==> src/hdl/icache_pkg.sv <==
// shared definitions for the two-way instruction cache
// address field split, payload types, controller states
// and the way encoding used by the age unit and the controller

package icache_pkg;

    // fetch address and instruction width
    localparam int ADDR_W = 64;
    localparam int DATA_W = 32;

    // index is address bits 8..3
    localparam int IDX_LO = 3;
    localparam int IDX_W  = 6;

    // tag takes everything above the index
    localparam int TAG_LO = IDX_LO + IDX_W;
    localparam int TAG_W  = ADDR_W - TAG_LO;

    // ram payloads
    typedef logic [TAG_W-1:0]  tag_t;
    typedef logic [DATA_W-1:0] word_t;

    // way select values
    localparam logic WAY0 = 1'b0;
    localparam logic WAY1 = 1'b1;

    // controller states
    typedef enum logic [2:0] {
        IDLE,
        LOOKUP,
        MISS_REQ,
        MISS_WAIT,
        RESP
    } state_e;

endpackage

==> src/hdl/icache_age.sv <==
// per-set age counters for both ways
// counters saturate, a hit or fill clears the touched way
// victim pick for refill is combinational from the index

`timescale 1ns/10ps

module icache_age
    import icache_pkg::*;
#(
    parameter int SETS  = 64,
    parameter int AGE_W = 3
) (
    input  logic                    clk,
    input  logic                    rst,
    input  logic [$clog2(SETS)-1:0] i_idx,
    input  logic                    i_tick,
    input  logic                    i_touch,
    input  logic                    i_touch_way,
    input  logic                    i_valid0,
    input  logic                    i_valid1,
    output logic                    o_victim
);

    localparam logic [AGE_W-1:0] AGE_MAX = '1;

    // age[way][set]
    logic [AGE_W-1:0] age [2][SETS];
    logic [AGE_W-1:0] age0_cur;
    logic [AGE_W-1:0] age1_cur;

    always_ff @(posedge clk or negedge rst) begin
        if (!rst) begin
            for (int w = 0; w < 2; w++) begin
                for (int s = 0; s < SETS; s++) begin
                    age[w][s] <= '0;
                end
            end
        end else begin
            for (int w = 0; w < 2; w++) begin
                for (int s = 0; s < SETS; s++) begin
                    // touch wins over the tick
                    if (i_touch && (i_touch_way == w[0]) && (i_idx == s)) begin
                        age[w][s] <= '0;
                    end else if (i_tick && (age[w][s] != AGE_MAX)) begin
                        age[w][s] <= age[w][s] + 1'b1;
                    end
                end
            end
        end
    end

    assign age0_cur = age[0][i_idx];
    assign age1_cur = age[1][i_idx];

    // invalid way first, else the older one, tie to way 0
    always_comb begin
        if (!i_valid0) begin
            o_victim = WAY0;
        end else if (!i_valid1) begin
            o_victim = WAY1;
        end else if (age1_cur > age0_cur) begin
            o_victim = WAY1;
        end else begin
            o_victim = WAY0;
        end
    end

endmodule

==> config.mk <==
export PLATFORM = sky130hd
export DESIGN_NAME = icache_age
export DESIGN_NICKNAME = d
export VERILOG_FILES = /design/src/hdl/icache_pkg.sv /design/src/hdl/icache_age.sv
export SDC_FILE = /design/constraint.sdc
export NUM_CORES = 1
export LEC_CHECK = 0
export BUFFER_PORTS_ARGS = -buffer_cell sky130_fd_sc_hd__buf_4
export CAP_MARGIN = 25
export CORE_MARGIN = 2
export CORE_UTILIZATION = 26
export DETAILED_ROUTE_END_ITERATION = 8
export PLACE_DENSITY = 0.37
export RECOVER_POWER = 25
export SYNTH_ARGS = -nofsm -noshare
export SYNTH_HDL_FRONTEND = slang
export SYNTH_SLANG_ARGS = --single-unit
==> constraint.sdc <==
create_clock -name clk -period 4.4 [get_ports clk]
set_clock_uncertainty 0.1 [all_clocks]
set_input_delay 0.88 -clock clk [delete_from_list [all_inputs] [get_ports clk]]
set_output_delay 0.88 -clock clk [all_outputs]
set_load 0.02 [all_outputs]
==> results_dict.tcl <==
set metrics [dict create \
    wl_met3_um 2390 \
    synth_edf_count 0 \
    clkTransAtPathRegs_ps 60 \
    synth-simple-area-share 0.132 \
    crit_fanout 8 \
    p_leak_uw 0.0123 \
    fin_hold_ws_ps 456 \
    start_kind "input port" \
    status "finished, violations left" \
    viasPerCell 4.63 \
    regArea_um2 9610 \
    die_x_um 298 \
    synthMuxAreaShare 0.211 \
    top_layer "met4" \
    power.density_nw_per_um2 704 \
    multiInputGateArea_um2 12700 \
    io_pins 14 \
    largest_register_ffs 384 \
    yosysWarningCount 0 \
    crit_buf_inv 6 \
    grt_max_degree 77 \
    wl_met2_um 30200 \
    synth_top_family_by_area "multiplexers" \
    total_power_uw 18900 \
    ys_ff_latch 384 \
    critPathKind "in2out" \
    place_congestion 0.781 \
    die_h_um 298 \
    regMostFlops "age" \
    finalMaxSlewViolations 287 \
    start_util 0.263 \
    critPathRequiredTime_ps 3420 \
    tightest_slew_ps 2020 \
    synth_common_cells "515 x nor2_1, 384 x dfrtp_1, 259 x ha_1" \
    drt_first_pass_iters 4 \
    maxCapViolCount 4 \
    timing.final.crit_share 1.06 \
    cts_max_level 2 \
    violations "max-capacitance violations, max-slew violations, negative setup slack" \
    die_area_um2 88800 \
    synthAdderAreaFrac 0.144 \
    grt_pass1_wl_um 99700 \
    clockBufferDepth 3 \
    num_antenna_cells 0 \
    critPathMaxStageDelay_ps 510 \
    finalSetupTns_ps -265 \
    fin_nets 2340 \
    grt_pass1_vias 16000 \
    period_needed_ps 4670 \
    wirelength_um 64500 \
    synth_flop_cell "dfrtp_1" \
    setup_viol 1 \
    rsz0062_at_grt "true" \
    async_flop_share 1.00 \
    drc_errors 0 \
    dpl.hpwl_um 46400 \
    synth_top_area_share 0.427 \
    rows 107 \
    clock.fmax_mhz 214 \
    final-hold-violation-count 0 \
    synth_area_leaders "dfrtp_1 43%, ha_1 14%, mux2i_1 11%" \
    grt-ovfl-total 0 \
    area_delta_synth_final_pct 19.2 \
    synth_area_per_cell_um2 11.6 \
    root_buffer "clkbuf_16" \
    drtIter0Drc 641 \
    wl_per_cell_um 19.9 \
    grt_usage 0.147 \
    synth_compound_area_frac 0.0223 \
    clock_latency_ps 590 \
    ir_drop_mv 0.286 \
    hold_path.class "reg2reg" \
    path_cells "buf_16, buf_12, buf_12, mux4_2, a22oi_1, buf_4, a21oi_2, or4_4, ha_4, nor2b_4, o21a_1, o21ai_2, buf_6, a21boi_2, buf_4" \
    drive_gt1_frac 0.161 \
    endpoint_kind "output port" \
    top_regs "age x384" \
    port_buffers 13 \
    critPathTopFamily "buffers and inverters" \
    vias 15000 \
    core-area_um2 85400 \
    fin_ws_ps -265 \
    synth_area_um2 22500 \
    nFillCells 8672 \
    synth_xor_area_frac 0.0499 \
    cts_tree "done" \
    yosysSeqAreaShare 0.427 \
    numCtsBuffers 50 \
    antenna_found_initial 0 \
    synth_cell_types 29 \
    synth_area_leader_cell "dfrtp_1" \
    ant_nets 0 \
    routedLengthMet1_um 30200 \
    netlist_instances 1944 \
    maxSlewHeadroom -0.345 \
    clock-sinks 384 \
    crit_slowest_cell "mux4_2" \
    arrival_ps 3690 \
    synth_most_common_cell "nor2_1" \
    syn_nets 2216 \
]
tightest hold or removal path: cells and delay by family (launching register included):
kind | cells | cell delay, ps
DFF | 1 | 370
muxes | 1 | 70
and+or+nand+nor | 1 | 80
cells by family after synthesis:
| logic type | count (synthesis) |
|---|---|
| buffers and inverters | 59 |
| multiplexers | 352 |
| AO/OA/AOI/OAI | 75 |
| XOR/XNOR | 128 |
| adder cells (fa/ha/maj) | 259 |
| AND/OR/NAND/NOR | 687 |
| flip-flops | 384 |
worst paths after layout:
check	startpoint	endpoint	slack [ps]	cells after the start
worst max-delay path	i_idx[0]	o_victim	-270	15
worst min-delay path	age[328]	age[328]	460	2
worst max register to register	age[216]	age[218]	2750	5
worst min register to register	age[328]	age[328]	460	2
max in group asynchronous	rst	age[140]	680	2
min in group asynchronous	rst	age[6]	740	1
per-layer routing:
layer,global-route usage,vias up
met4,0.0422,0
li1,-,7096
met1,0.198,7647
met2,0.241,183
met5,0,-
met3,0.0274,88
cell type report:
| type | count | area share |
|---|---|---|
| Clock buffer | 67 | 0.0529 |
| Multi-Input combinational cell | 1501 | 0.476 |
| Clock inverter | 18 | 0.0103 |
| Tap cell | 1144 | 0.0534 |
| Timing Repair Buffer | 131 | 0.0491 |
| Sequential cell | 384 | 0.359 |
cells in the final DEF, fill, tap and decap left out, types with 3 or more instances in the layout:
master	netlist	final
buf_6	7	7
clkbuf_16	0	52
a21oi_1	24	15
mux2i_1	256	256
buf_12	0	18
xnor2_1	68	68
nand2_1	16	16
clkbuf_8	0	8
clkbuf_2	0	3
nand2b_1	62	62
clkbuf_1	30	8
dfrtp_1	384	384
ha_1	259	256
mux4_2	94	94
a22oi_1	48	35
buf_4	3	97
bufinv_16	0	7
nand3_1	9	9
nor2b_1	75	72
nor2_1	515	514
a22oi_2	0	13
clkinv_2	0	8
a21oi_2	0	9
xor2_1	60	60
timing repair:
action,in CTS,in global routing
buffers inserted,7,2
setup endpoints to repair,1,1
hold buffers,0,0
pin swaps,4,5
gates cloned,1,1
gates resized for setup,26,21
through the flow:
| step | instances | setup WS (ps) | cell area (µm²) | utilization |
|---|---|---|---|---|
| finish | 3245 | -265 | 26800 | 0.314 |
| global route | 3245 | -361 | 26800 | 0.314 |
| CTS | 3242 | -322 | 26700 | 0.313 |
| detailed placement | 3149 | -665 | 24800 | 0.290 |
| global placement | 3148 | -724 | 24800 | 0.290 |
| floorplan | 1944 | 41.0 | 22500 | - |
report_power, final:
part	internal (µW)	leakage [µW]	switching [µW]
Clock	2650	0.000839	1640
Sequential	5470	0.00451	2000
Combinational	3850	0.00699	3260
Note: power is estimated with default switching activity, not from simulation.
