### src/hdl/icache_pkg.sv
// shared definitions for the two-way instruction cache
// address field split, payload types, controller states
// and the way encoding used by the age unit and the controller

package icache_pkg;

    // fetch address and instruction width
    localparam int ADDR_W = 64;
    localparam int DATA_W = 32;

    // index is address bits 8..3
    localparam int IDX_LO = 3;
    localparam int IDX_W  = 6;

    // tag takes everything above the index
    localparam int TAG_LO = IDX_LO + IDX_W;
    localparam int TAG_W  = ADDR_W - TAG_LO;

    // ram payloads
    typedef logic [TAG_W-1:0]  tag_t;
    typedef logic [DATA_W-1:0] word_t;

    // way select values
    localparam logic WAY0 = 1'b0;
    localparam logic WAY1 = 1'b1;

    // controller states
    typedef enum logic [2:0] {
        IDLE,
        LOOKUP,
        MISS_REQ,
        MISS_WAIT,
        RESP
    } state_e;

endpackage

### src/hdl/icache_ctrl.sv
// cache controller FSM
// request latch, two-way tag compare, refill over the memory port,
// response hold under back-pressure and age unit events

`timescale 1ns/10ps

module icache_ctrl
    import icache_pkg::*;
(
    input  logic              clk,
    input  logic              rst,
    // core request
    input  logic              i_req_valid,
    input  logic [ADDR_W-1:0] i_req_addr,
    output logic              o_req_ready,
    // core response
    output logic              o_rsp_valid,
    output word_t             o_rsp_data,
    input  logic              i_rsp_ready,
    // memory port
    output logic              o_mem_valid,
    output logic [ADDR_W-1:0] o_mem_addr,
    input  logic              i_mem_ready,
    input  logic              i_mem_rvalid,
    input  word_t             i_mem_rdata,
    input  logic              i_flush,
    // ram side
    output logic [IDX_W-1:0]  o_idx,
    output logic              o_we0,
    output logic              o_we1,
    output tag_t              o_wtag,
    output word_t             o_wdata,
    output logic              o_flush,
    input  tag_t              i_tag0,
    input  tag_t              i_tag1,
    input  logic              i_tval0,
    input  logic              i_tval1,
    input  word_t             i_data0,
    input  word_t             i_data1,
    // age unit
    output logic              o_tick,
    output logic              o_touch,
    output logic              o_touch_way,
    input  logic              i_victim
);

    state_e            state;
    state_e            state_n;
    logic              ready_q;
    logic              rd_wait;
    logic [ADDR_W-1:0] addr_q;
    word_t             rsp_data_q;
    tag_t              req_tag;
    logic              accept;
    logic              hit0;
    logic              hit1;
    logic              hit;
    logic              lookup_done;
    logic              fill;

    // flush has priority over a new request
    assign o_req_ready = ready_q && !i_flush;
    assign accept      = i_req_valid && o_req_ready;

    assign req_tag     = addr_q[TAG_LO +: TAG_W];
    assign hit0        = i_tval0 && (i_tag0 == req_tag);
    assign hit1        = i_tval1 && (i_tag1 == req_tag);
    assign hit         = hit0 || hit1;

    // ram output is valid in the second LOOKUP cycle
    assign lookup_done = (state == LOOKUP) && !rd_wait;

    // response may also arrive on the request handshake cycle
    assign fill = i_mem_rvalid &&
                  ((state == MISS_WAIT) || ((state == MISS_REQ) && i_mem_ready));

    always_comb begin
        state_n = state;
        case (state)
            IDLE: begin
                if (accept) begin
                    state_n = LOOKUP;
                end
            end
            LOOKUP: begin
                if (!rd_wait) begin
                    state_n = hit ? RESP : MISS_REQ;
                end
            end
            MISS_REQ: begin
                if (i_mem_ready) begin
                    state_n = fill ? RESP : MISS_WAIT;
                end
            end
            MISS_WAIT: begin
                if (fill) begin
                    state_n = RESP;
                end
            end
            RESP: begin
                if (i_rsp_ready) begin
                    state_n = IDLE;
                end
            end
            default: state_n = IDLE;
        endcase
    end

    always_ff @(posedge clk or negedge rst) begin
        if (!rst) begin
            state   <= IDLE;
            ready_q <= 1'b0;
            rd_wait <= 1'b0;
        end else begin
            state   <= state_n;
            ready_q <= (state_n == IDLE);
            rd_wait <= accept;
        end
    end

    // request address and response word
    always_ff @(posedge clk) begin
        if (accept) begin
            addr_q <= i_req_addr;
        end
        if (lookup_done && hit) begin
            rsp_data_q <= hit0 ? i_data0 : i_data1;
        end else if (fill) begin
            rsp_data_q <= i_mem_rdata;
        end
    end

    assign o_rsp_valid = (state == RESP);
    assign o_rsp_data  = rsp_data_q;
    assign o_mem_valid = (state == MISS_REQ);
    assign o_mem_addr  = addr_q;

    // tag and data go into the victim way together
    assign o_idx   = addr_q[IDX_LO +: IDX_W];
    assign o_we0   = fill && (i_victim == WAY0);
    assign o_we1   = fill && (i_victim == WAY1);
    assign o_wtag  = req_tag;
    assign o_wdata = i_mem_rdata;
    assign o_flush = (state == IDLE) && i_flush;

    assign o_tick      = accept;
    assign o_touch     = (lookup_done && hit) || fill;
    assign o_touch_way = fill ? i_victim : (hit0 ? WAY0 : WAY1);

endmodule

### config.mk
export PLATFORM = sky130hd
export DESIGN_NAME = icache_ctrl
export DESIGN_NICKNAME = d
export VERILOG_FILES = /design/src/hdl/icache_pkg.sv /design/src/hdl/icache_ctrl.sv
export SDC_FILE = /design/constraint.sdc
export NUM_CORES = 1
export LEC_CHECK = 0
export ABC_AREA = 1
export BUFFER_PORTS_ARGS = -buffer_cell sky130_fd_sc_hd__buf_4
export CAP_MARGIN = 15
export CORE_AREA = 2 2 187 189
export CTS_BUF_LIST = sky130_fd_sc_hd__clkbuf_4 sky130_fd_sc_hd__clkbuf_8
export DETAILED_ROUTE_END_ITERATION = 7
export DIE_AREA = 0 0 189 191
export GPL_ROUTABILITY_DRIVEN = 0
export PLACE_DENSITY = 0.49
export SETUP_SLACK_MARGIN = 0.02
export SYNTH_ARGS = -nofsm -noshare
export SYNTH_HDL_FRONTEND = slang
export SYNTH_SLANG_ARGS = --single-unit
### constraint.sdc
create_clock -name clk -period 4.6 [get_ports clk]
set_input_delay 0 -clock clk [delete_from_list [all_inputs] [get_ports clk]]
set_output_delay 0 -clock clk [all_outputs]
set_load 0.01 [all_outputs]
==> results of run 1 <==
area by class of cell:
| cell class | count | share of cell area, % |
|---|---|---|
| tap | 455 | 4.82 |
| multi-input combinational | 622 | 21.8 |
| inverter | 146 | 4.65 |
| sequential | 101 | 25.5 |
| clock buffer | 11 | 1.23 |
| clock inverter | 5 | 0.699 |
| timing repair buffer | 608 | 41.3 |
metrics by stage:
| stage | hold WS, ns | instances | instance area (sq um) | util (%) |
|---|---|---|---|---|
| after floorplan | -0.296 | 980 | 6930 | - |
| after global placement | -0.190 | 1806 | 10300 | 30.2 |
| after detailed placement | -0.190 | 1806 | 10300 | 30.2 |
| after CTS | 0.000195 | 1948 | 11800 | 34.6 |
| after global routing | 0.0139 | 1948 | 11800 | 34.6 |
| final | 0.0139 | 1948 | 11800 | 34.6 |
logic make-up after synthesis:
group	share of synthesized area [%]
AOI/OAI and AO/OA	3.84
buffers and inverters	19.6
DFF	43.4
and+or+nand+nor	32.3
xor gates and xnor gates	0.884
registers in the layout (all words and copies together) (netlist names):
signal / cells
rd_wait: 1
ready_q: 1
state: 3
o_mem_addr: 64
o_rsp_data: 32
worst max path at each step:
| stage | startpoint | endpoint | slack [ns] | cells after the start |
|---|---|---|---|---|
| final | o_mem_addr[52]$_DFFE_PP_ | o_touch | 1.01 | 14 |
| after global routing | o_mem_addr[52]$_DFFE_PP_ | o_touch | 0.56 | 14 |
| after CTS | o_mem_addr[52]$_DFFE_PP_ | o_touch | 0.76 | 14 |
| after detailed placement | o_mem_addr[52]$_DFFE_PP_ | o_rsp_data[21]$_DFFE_PP_ | 1.13 | 13 |
| after global placement | o_mem_addr[52]$_DFFE_PP_ | o_rsp_data[27]$_DFFE_PP_ | 1.17 | 13 |
| after floorplan | o_mem_addr[11]$_DFFE_PP_ | o_rsp_data[0]$_DFFE_PP_ | 1.91 | 12 |
power by group:
group | internal (mW) | switching, mW | total [mW]
registers | 1.13 | 0.0858 | 1.21
clock network | 0.330 | 0.363 | 0.692
logic | 0.507 | 0.477 | 0.984
total | 1.96 | 0.926 | 2.89
synthesized netlist by cell type (all sizes together):
cell type and count:
buf 108, dfrtp 5, o21ai 16, a22oi 1
xor2 2, a21oi 34, and3 1, or2 6
nand2 366, edfxtp 96, a31o 1, clkbuf 3
and2 1, nand4 5, xnor2 5, nand3 37
nor4 1, inv 146, nor2 146
metal layers:
layer / vias up / routed length (microns)
met4: 2 / 440
met5: - / 7
met3: 25 / 1720
met2: 261 / 14600
met1: 3381 / 11600
li1: 3909 / -
what timing repair did:
item,in CTS,in global routing
endpoints found under the setup margin,0,0
hold buffers,126,0
endpoints found under the hold margin,103,0
worst reg2reg max path, stage by stage (launching register included):
cell and delay, ns:
sky130_fd_sc_hd__edfxtp_1 0.49, sky130_fd_sc_hd__inv_1 0.09, sky130_fd_sc_hd__nand2_1 0.06, sky130_fd_sc_hd__o21ai_0 0.08, sky130_fd_sc_hd__nor2_1 0.09, sky130_fd_sc_hd__nand2_1 0.07, sky130_fd_sc_hd__nor2_1 0.20, sky130_fd_sc_hd__nand2_1 0.16
sky130_fd_sc_hd__nor2_4 0.16, sky130_fd_sc_hd__nand2_4 0.26, sky130_fd_sc_hd__nand2_4 0.43, sky130_fd_sc_hd__nand2_4 0.31, sky130_fd_sc_hd__nor2_1 0.21, sky130_fd_sc_hd__nor2_1 0.06, sky130_fd_sc_hd__dlygate4sd3_1 0.56
==> results by stage, run 1 <==
Job:
- The tool flagged a number of max-cap violations equal to 0.

Floorplan:
- The top-level I/O count is 478.
- The die is ~190 microns wide.
- The floorplan step defined a die boundary enclosing ~0.036 sq mm.
- The initial utilization of the core area, before any placement, comes to between 20 and 25%.
- The die is 191 microns tall.
- The number of core rows is approximately 70.
- The region available for standard cell placement spans roughly 0.034 sq mm.

Yosys:
- The area share of the largest cell type after synthesis is approximately two fifths.
- Synthesis inferred roughly 100 register bits.
- The cell taking the most area after synthesis is sky130_fd_sc_hd__edfxtp_1.
- The synthesized netlist cell count is 980.
- The number of nets in the synthesized netlist is between 1000 and 1500.
- The average size of a mapped cell is 7.07 sq um.
- Yosys printed 0 warnings.
- The netlist uses 25 different library cells.
- The post-synthesis instance area is just under 0.007 sq mm.
- Sequential elements use 43.4% of the synthesized area.
- Yosys attributes the largest share of cell area to sky130_fd_sc_hd__edfxtp_1, sky130_fd_sc_hd__nand2_1, sky130_fd_sc_hd__buf_4, sky130_fd_sc_hd__nor2_1, sky130_fd_sc_hd__inv_1.

Timing:
- For this run, the top clock speed supported by timing is between 200 and 300 MHz.
- The normalized max-slew margin is about three fifths.
- The setup TNS is 0 ns.
- The final critical-path setup slack is roughly 1.0 ns.
- The post-route fraction of the period consumed by the critical path is 78.0%.
- The clock arrives with about 0.013 ns of skew.
- Setup repair after global routing left no endpoint under its margin.
- The shortest clock period the worst path allows after layout is around 3.6 ns.
- The number of max-slew violations in the final report is 0.
- The hold violation count in the final report was 0.
- At the pin with the least slew margin, the transition time is ~0.61 ns.
- The number of endpoints failing setup at the final stage is 0.

Placed design:
- The placement-stage worst setup slack is between 1 and 1.5 ns.
- The half-perimeter wire length of the detailed placement result is around 23000 microns.
- Buffers placed on the I/O ports in this run total between 400 and 500.

Setup path:
- For the worst flop-to-flop path, the logic depth is 14.
- The setup path with the least slack is of type reg -> out.
- The data required time at the worst endpoint is approximately 4.6 ns.
- On the worst path, the slowest cell contributes a delay of 0.49 ns.
- The family with the most delay on the worst path is simple AND/OR/NAND/NOR gates.
- The critical path contains buffers and inverters numbering 3 combined.
- The arrival time at the worst endpoint is around 3.6 ns.
- In this run the critical register-to-register path is captured at o_rsp_data[21]$_DFFE_PP_.
- By instance count, the cell type seen most on the critical path is sky130_fd_sc_hd__nand2_1.
- The critical-path maximum fanout is 34.
- STA classifies the critical path endpoint as a primary output.
- The slack of the worst reg-to-reg path is about 1.1 ns.
- The slowest cell on the critical path is sky130_fd_sc_hd__edfxtp_1.
- The signal on the critical path passes through inv_1 > nand2_1 > o21ai_0 > nor2_1 > nand2_1 > nor2_1 > nand2_1 > nor2_4 > nand2_4 > nand2_4 > nand2_4 > nand2_1 > buf_4 > buf_4.
- The worst setup path is launched from a flop.
- The worst reg2reg path startpoint is o_mem_addr[52]$_DFFE_PP_.

Finish:
- The total of fill cells in the finished design is around 3600.
- The multi-input combinational cell area is about 0.0026 sq mm.
- In the final layout, the share of cells above drive strength 1 is about a third.
- From synthesis to final layout, the design area changed by 70.3%.
- Registers take 0.00301 sq mm.
- The most common library cell in the layout ignoring fill and taps is sky130_fd_sc_hd__buf_4.
- The post-layout net count is ~1800.
- Leaving out fill and tap cells, the most frequent cells in the layout are sky130_fd_sc_hd__buf_4, sky130_fd_sc_hd__nand2_1, sky130_fd_sc_hd__nor2_1.
- The repair_antennas step left the layout with diodes totalling 0.

Hold path:
- Counting instances, the worst hold path has a depth of 5.
- The path with the worst hold slack has its endpoint at o_rsp_data[12]$_DFFE_PP_.
- The min-delay analysis places its worst path in the category in -> reg.
- In this run the most critical hold path is launched from i_data1[12].

GRT:
- The total grt overflow is 0.
- For met3 alone, demand over resource in global routing was roughly 4.1%.
- The most utilized layer in the global route result is met2.
- The number of global-route vias before repair is 7367.
- Entering global routing, the biggest net connects 42 pins.
- The global-route usage over all layers is between 10 and 15%.
- The initial antenna violation count is 1.
- The first global-routing pass estimated ~41000 microns of wire.
- The routing usage on met2 is a little over a quarter.
- The global-route met1 utilization is roughly 17%.

Clocking:
- The number of gates resized after CTS was 0.
- The clock transition at the register clock pins on the worst setup and hold paths after CTS is 0.10 ns.
- The clock passes through at most 2 buffers.
- The cell at the root of the clock tree is sky130_fd_sc_hd__clkbuf_8.
- The number of clock sinks is 101.
- TritonCTS built the clock tree.
- The H-tree generated during clock tree synthesis spans 3 levels.
- Clock latency on the worst-skew pair, taken at its later pin, is approximately 0.42 ns.
- The number of CTS-inserted buffers is 9.
- The post-CTS setup buffer count is 0.

Power:
- The power density of the placed cells is roughly 240 mW/mm^2.
- The total power is around 2.9 mW.
- The leakage power of the design is between 6 and 7 nW.
- The maximum vdd ir drop is roughly 150 uV.

Drt:
- The number of DRC markers in iteration 0 is approximately 230.
- The residual antenna-violating net count after detailed routing is 0.
- Wires add up to ~28000 microns.
- Dividing the detail-routed via count by the number of cells gives 3.89.
- The post-detailed-route wirelength per cell is about 15 microns.
- The total DRC errors in the routed layout is 0.
- For this block, the via count after detailed routing is around 7600.
- The iteration count of the initial detailed-routing pass is 4.

Status:
- The run finished with clean final reports.
(Power assumes the default switching activity.)
==> inputs of run 2 (changes only) <==
--- a/config.mk
+++ b/config.mk
@@ -8,12 +8,12 @@
 export ABC_AREA = 1
 export BUFFER_PORTS_ARGS = -buffer_cell sky130_fd_sc_hd__buf_4
 export CAP_MARGIN = 15
-export CORE_AREA = 2 2 187 189
+export CORE_AREA = 2 2 185 187
 export CTS_BUF_LIST = sky130_fd_sc_hd__clkbuf_4 sky130_fd_sc_hd__clkbuf_8
 export DETAILED_ROUTE_END_ITERATION = 7
-export DIE_AREA = 0 0 189 191
+export DIE_AREA = 0 0 187 189
 export GPL_ROUTABILITY_DRIVEN = 0
-export PLACE_DENSITY = 0.49
+export PLACE_DENSITY = 0.5
 export SETUP_SLACK_MARGIN = 0.02
 export SYNTH_ARGS = -nofsm -noshare
 export SYNTH_HDL_FRONTEND = slang
==> constraint.sdc (replaced) <==
create_clock -name clk -period 3.37 [get_ports clk]
set_input_delay 0 -clock clk [delete_from_list [all_inputs] [get_ports clk]]
set_output_delay 0 -clock clk [all_outputs]
set_load 0.01 [all_outputs]
==> run 2 against run 1 <==
  * Combinational power increased by 37%
  * Wire length increased by 3.1%
  * Die area decreased by 2.1%
  * Highest routed layer unchanged
  * Power increased by 33%
==> results by stage, run 2 (synthesis results as in run 1) <==
Power:
- The power density of the placed cells was 324 mW/mm^2 (was 245 mW/mm^2).
- The maximum vdd ir drop is 209 uV (was 153 uV).
- The leakage power of the design is 6.18 nW (was 6.16 nW).
- The total power was 3.84 mW (was 2.89 mW).

Floorplan:
- The placeable core area is 0.0333 sq mm (was 0.0341 sq mm).
- The die boundary width came to 187 microns (was 189 microns).
- The die outline area came to 0.0353 sq mm (was 0.0361 sq mm).
- The vertical die dimension came to 189 microns (was 191 microns).
- The top-level I/O count is 478 (unchanged).
- The effective utilization at floorplan was 20.8% (was 20.3%).
- The number of core rows is 67 (was 68).

Setup path:
- The type of the worst setup path is reg -> reg (was reg -> out).
- The depth of the most critical reg-to-reg path is 14 (unchanged).
- The data required time at the worst endpoint is 3.64 ns (was 4.60 ns).
- The slack of the worst reg-to-reg path is 0.27 ns (was 1.13 ns).
- The terminus of the critical flop-to-flop path was o_rsp_data[0]$_DFFE_PP_ (was o_rsp_data[21]$_DFFE_PP_).
- The kind of end point of the critical path was a flop (was primary output).
- The sort of element at the start of the critical path is a flop (unchanged).
- The critical-path maximum fanout is 33 (was 34).
- The worst reg2reg path startpoint is o_mem_addr[52]$_DFFE_PP_ (unchanged).
- The arrival time at the worst endpoint was 3.38 ns (was 3.59 ns).

Finish:
- The post-layout net count is 1774 (was 1768).
- The layout-stage area growth over the synthesis result is 70.8% (was 70.3%).
- Commonest non-fill, non-tap cells in the layout: sky130_fd_sc_hd__buf_4, sky130_fd_sc_hd__nand2_1, sky130_fd_sc_hd__nor2_1 (unchanged).
- The number of flip-flops under the largest register name came to 64 (unchanged).
- The proportion of layout cells with a drive suffix above 1 is 35.3% (about the same).
- The number of diodes added for antenna fixing is 0 (unchanged).
- The number of non-filler instances in the completed layout is 1947 (was 1948).
- The most common library cell in the layout ignoring fill and taps was sky130_fd_sc_hd__buf_4 (unchanged).
- The total of fill cells in the finished design is 3562 (was 3607).

Timing:
- Subtracting the final worst setup slack from the clock period gives 3.10 ns.
- The achievable clock frequency is about 320 MHz.
- The worst clock skew on the final layout is 0.0150 ns (was 0.0129 ns).
- The hold violation count in the final report came to 0 (unchanged).
- The final critical-path setup slack is 0.269 ns (was 1.01 ns).
- The setup TNS is 0 ns (unchanged).
- The final worst hold slack is 0.0381 ns (was 0.0139 ns).
- RSZ-0062 raised after global routing: no (unchanged).
- The number of endpoints failing setup at the final stage came to 0 (unchanged).
- The transition time at the pin with the least slew margin is 0.656 ns (was 0.614 ns).
- The number of max-slew violations in the final report came to 0 (unchanged).
- The normalized max-slew margin came to 56.2% (was 59.1%).
- After layout, the worst path uses between 90% and 100% of the clock period.

Drt:
- The number of DRC markers in iteration 0 is 326 (was 233).
- The iteration count of the initial detailed-routing pass is 5 (was 4).
- The wire length after detailed routing is 29200 microns (was 28300 microns).
- The via total after detailed routing came to 7706 (was 7578).
- The post-detailed-route wirelength per cell was 15.0 microns (was 14.5 microns).
- The total DRC errors in the routed layout came to 0 (unchanged).
- The residual antenna-violating net count after detailed routing came to 0 (unchanged).
- The via-per-instance ratio is 3.96 (was 3.89).

Clocking:
- The post-CTS setup buffer count was 0 (unchanged).
- The CTS tree is yes (unchanged).
- The count of hold buffers inserted by post-cts repair is 129 (was 126).
- The clock transition at the register clock pins on the worst setup and hold paths after CTS is 0.10 ns (about the same).
- The H-tree depth is 3 (unchanged).
- The cell at the root of the clock tree is sky130_fd_sc_hd__clkbuf_8 (unchanged).
- The worst-skew pair later-pin latency is 0.41 ns (was 0.42 ns).
- The number of CTS-inserted buffers came to 9 (unchanged).
- The quantity of gates resized following cts is 0 (unchanged).
- The buffer levels on the longest clock path is 2 (unchanged).
- The number of clock sinks is 101 (unchanged).

Hold path:
- The classification of the worst-slack hold path is in -> reg (unchanged).
- The origin of the worst min-delay path is i_data1[6] (was i_data1[12]).
- The number of instances on the worst hold path came to 5 (unchanged).
- The capture endpoint of the worst hold path is o_rsp_data[6]$_DFFE_PP_ (was o_rsp_data[12]$_DFFE_PP_).

Job:
- The number of max-cap violations was 0 (unchanged).

Status:
- Run status: finished, final reports clean (unchanged).

GRT:
- The initial antenna violation count is 2 (was 1).
- The global-route usage over all layers was 15.9% (was 14.8%).
- The number of global-route vias before repair came to 7373 (was 7367).
- The total grt overflow came to 0 (unchanged).
- The global-route met1 utilization is 19.0% (was 17.2%).
- The wire length of the first global-routing pass is 42500 microns (was 40700 microns).
- The largest net degree at the start of global routing is 38 (was 42).
- The routing usage on met2 was 28.0% (was 26.9%).
- The most utilized layer in the global route result was met2 (unchanged).
- The met3 routing resource usage after global routing was 4.19% (was 4.06%).

Placed design:
- The placement-stage worst setup slack is 0.691 ns (was 1.13 ns).
- The half-perimeter wire length of the detailed placement result is 23100 microns (was 22800 microns).
- The number of placed cells counting well taps is 1802 (was 1806).
- The quantity of I/O buffers inserted on ports is 477 (unchanged).
==> run 2: changes by cell type in the layout (fill, tap and decap cells not counted), sizes merged <==
cell         delta
buf             +3
clkbuf          -2
clkinv          +2
bufinv          -1
clkinvlp        +1
dlygate4sd3     +3
==> run 2: power by group <==
group | internal [mW] | switching [mW]
combinational | 0.700 | 0.654
sequential | 1.53 | 0.119
clock | 0.340 | 0.491
==> run 2: layer usage <==
metal | vias up | wire [microns]
met5 | - | 29
met4 | 4 | 566
met3 | 33 | 1830
met2 | 301 | 14700
met1 | 3444 | 12000
li1 | 3924 | -
==> run 2: worst max-delay path, stage by stage (launching register included) <==
cell and delay, ns:
sky130_fd_sc_hd__edfxtp_1 0.47, sky130_fd_sc_hd__inv_1 0.09, sky130_fd_sc_hd__nand2_1 0.07, sky130_fd_sc_hd__o21ai_0 0.07, sky130_fd_sc_hd__nor2_1 0.10, sky130_fd_sc_hd__nand2_1 0.06
sky130_fd_sc_hd__nor2_1 0.24, sky130_fd_sc_hd__nand2_1 0.24, sky130_fd_sc_hd__nor2_4 0.17, sky130_fd_sc_hd__buf_4 0.38, sky130_fd_sc_hd__nand3_1 0.21, sky130_fd_sc_hd__nand2_1 0.13
sky130_fd_sc_hd__nor2_1 0.05, sky130_fd_sc_hd__nor2_1 0.09, sky130_fd_sc_hd__dlygate4sd3_1 0.55
==> run 2: how the worst max path moves through the flow <==
stage	start	to
finish	o_mem_addr[52]$_DFFE_PP_	o_rsp_data[0]$_DFFE_PP_
global route	o_mem_addr[52]$_DFFE_PP_	o_rsp_data[31]$_DFFE_PP_
CTS	o_mem_addr[52]$_DFFE_PP_	o_rsp_data[31]$_DFFE_PP_
detailed placement	o_mem_addr[52]$_DFFE_PP_	o_rsp_data[1]$_DFFE_PP_
global placement	o_mem_addr[52]$_DFFE_PP_	o_rsp_data[1]$_DFFE_PP_
floorplan	o_mem_addr[11]$_DFFE_PP_	o_rsp_data[0]$_DFFE_PP_
==> run 2: layout make-up <==
type	count	area, sq um	area share, %
Clock buffer	9	124	1.05
Clock inverter	7	65.1	0.550
Timing Repair Buffer	614	4960	41.9
Multi-Input combinational cell	622	2570	21.8
Inverter	146	549	4.64
Sequential cell	101	3010	25.4
Tap cell	448	561	4.73
==> run 2: stage by stage <==
stage / cell area [sq um] / utilization (%)
global route: 11800 / 35.6
CTS: 11800 / 35.6
detailed placement: 10400 / 31.1
floorplan: 6930 / -
global placement: 10400 / 31.1
finish: 11800 / 35.6
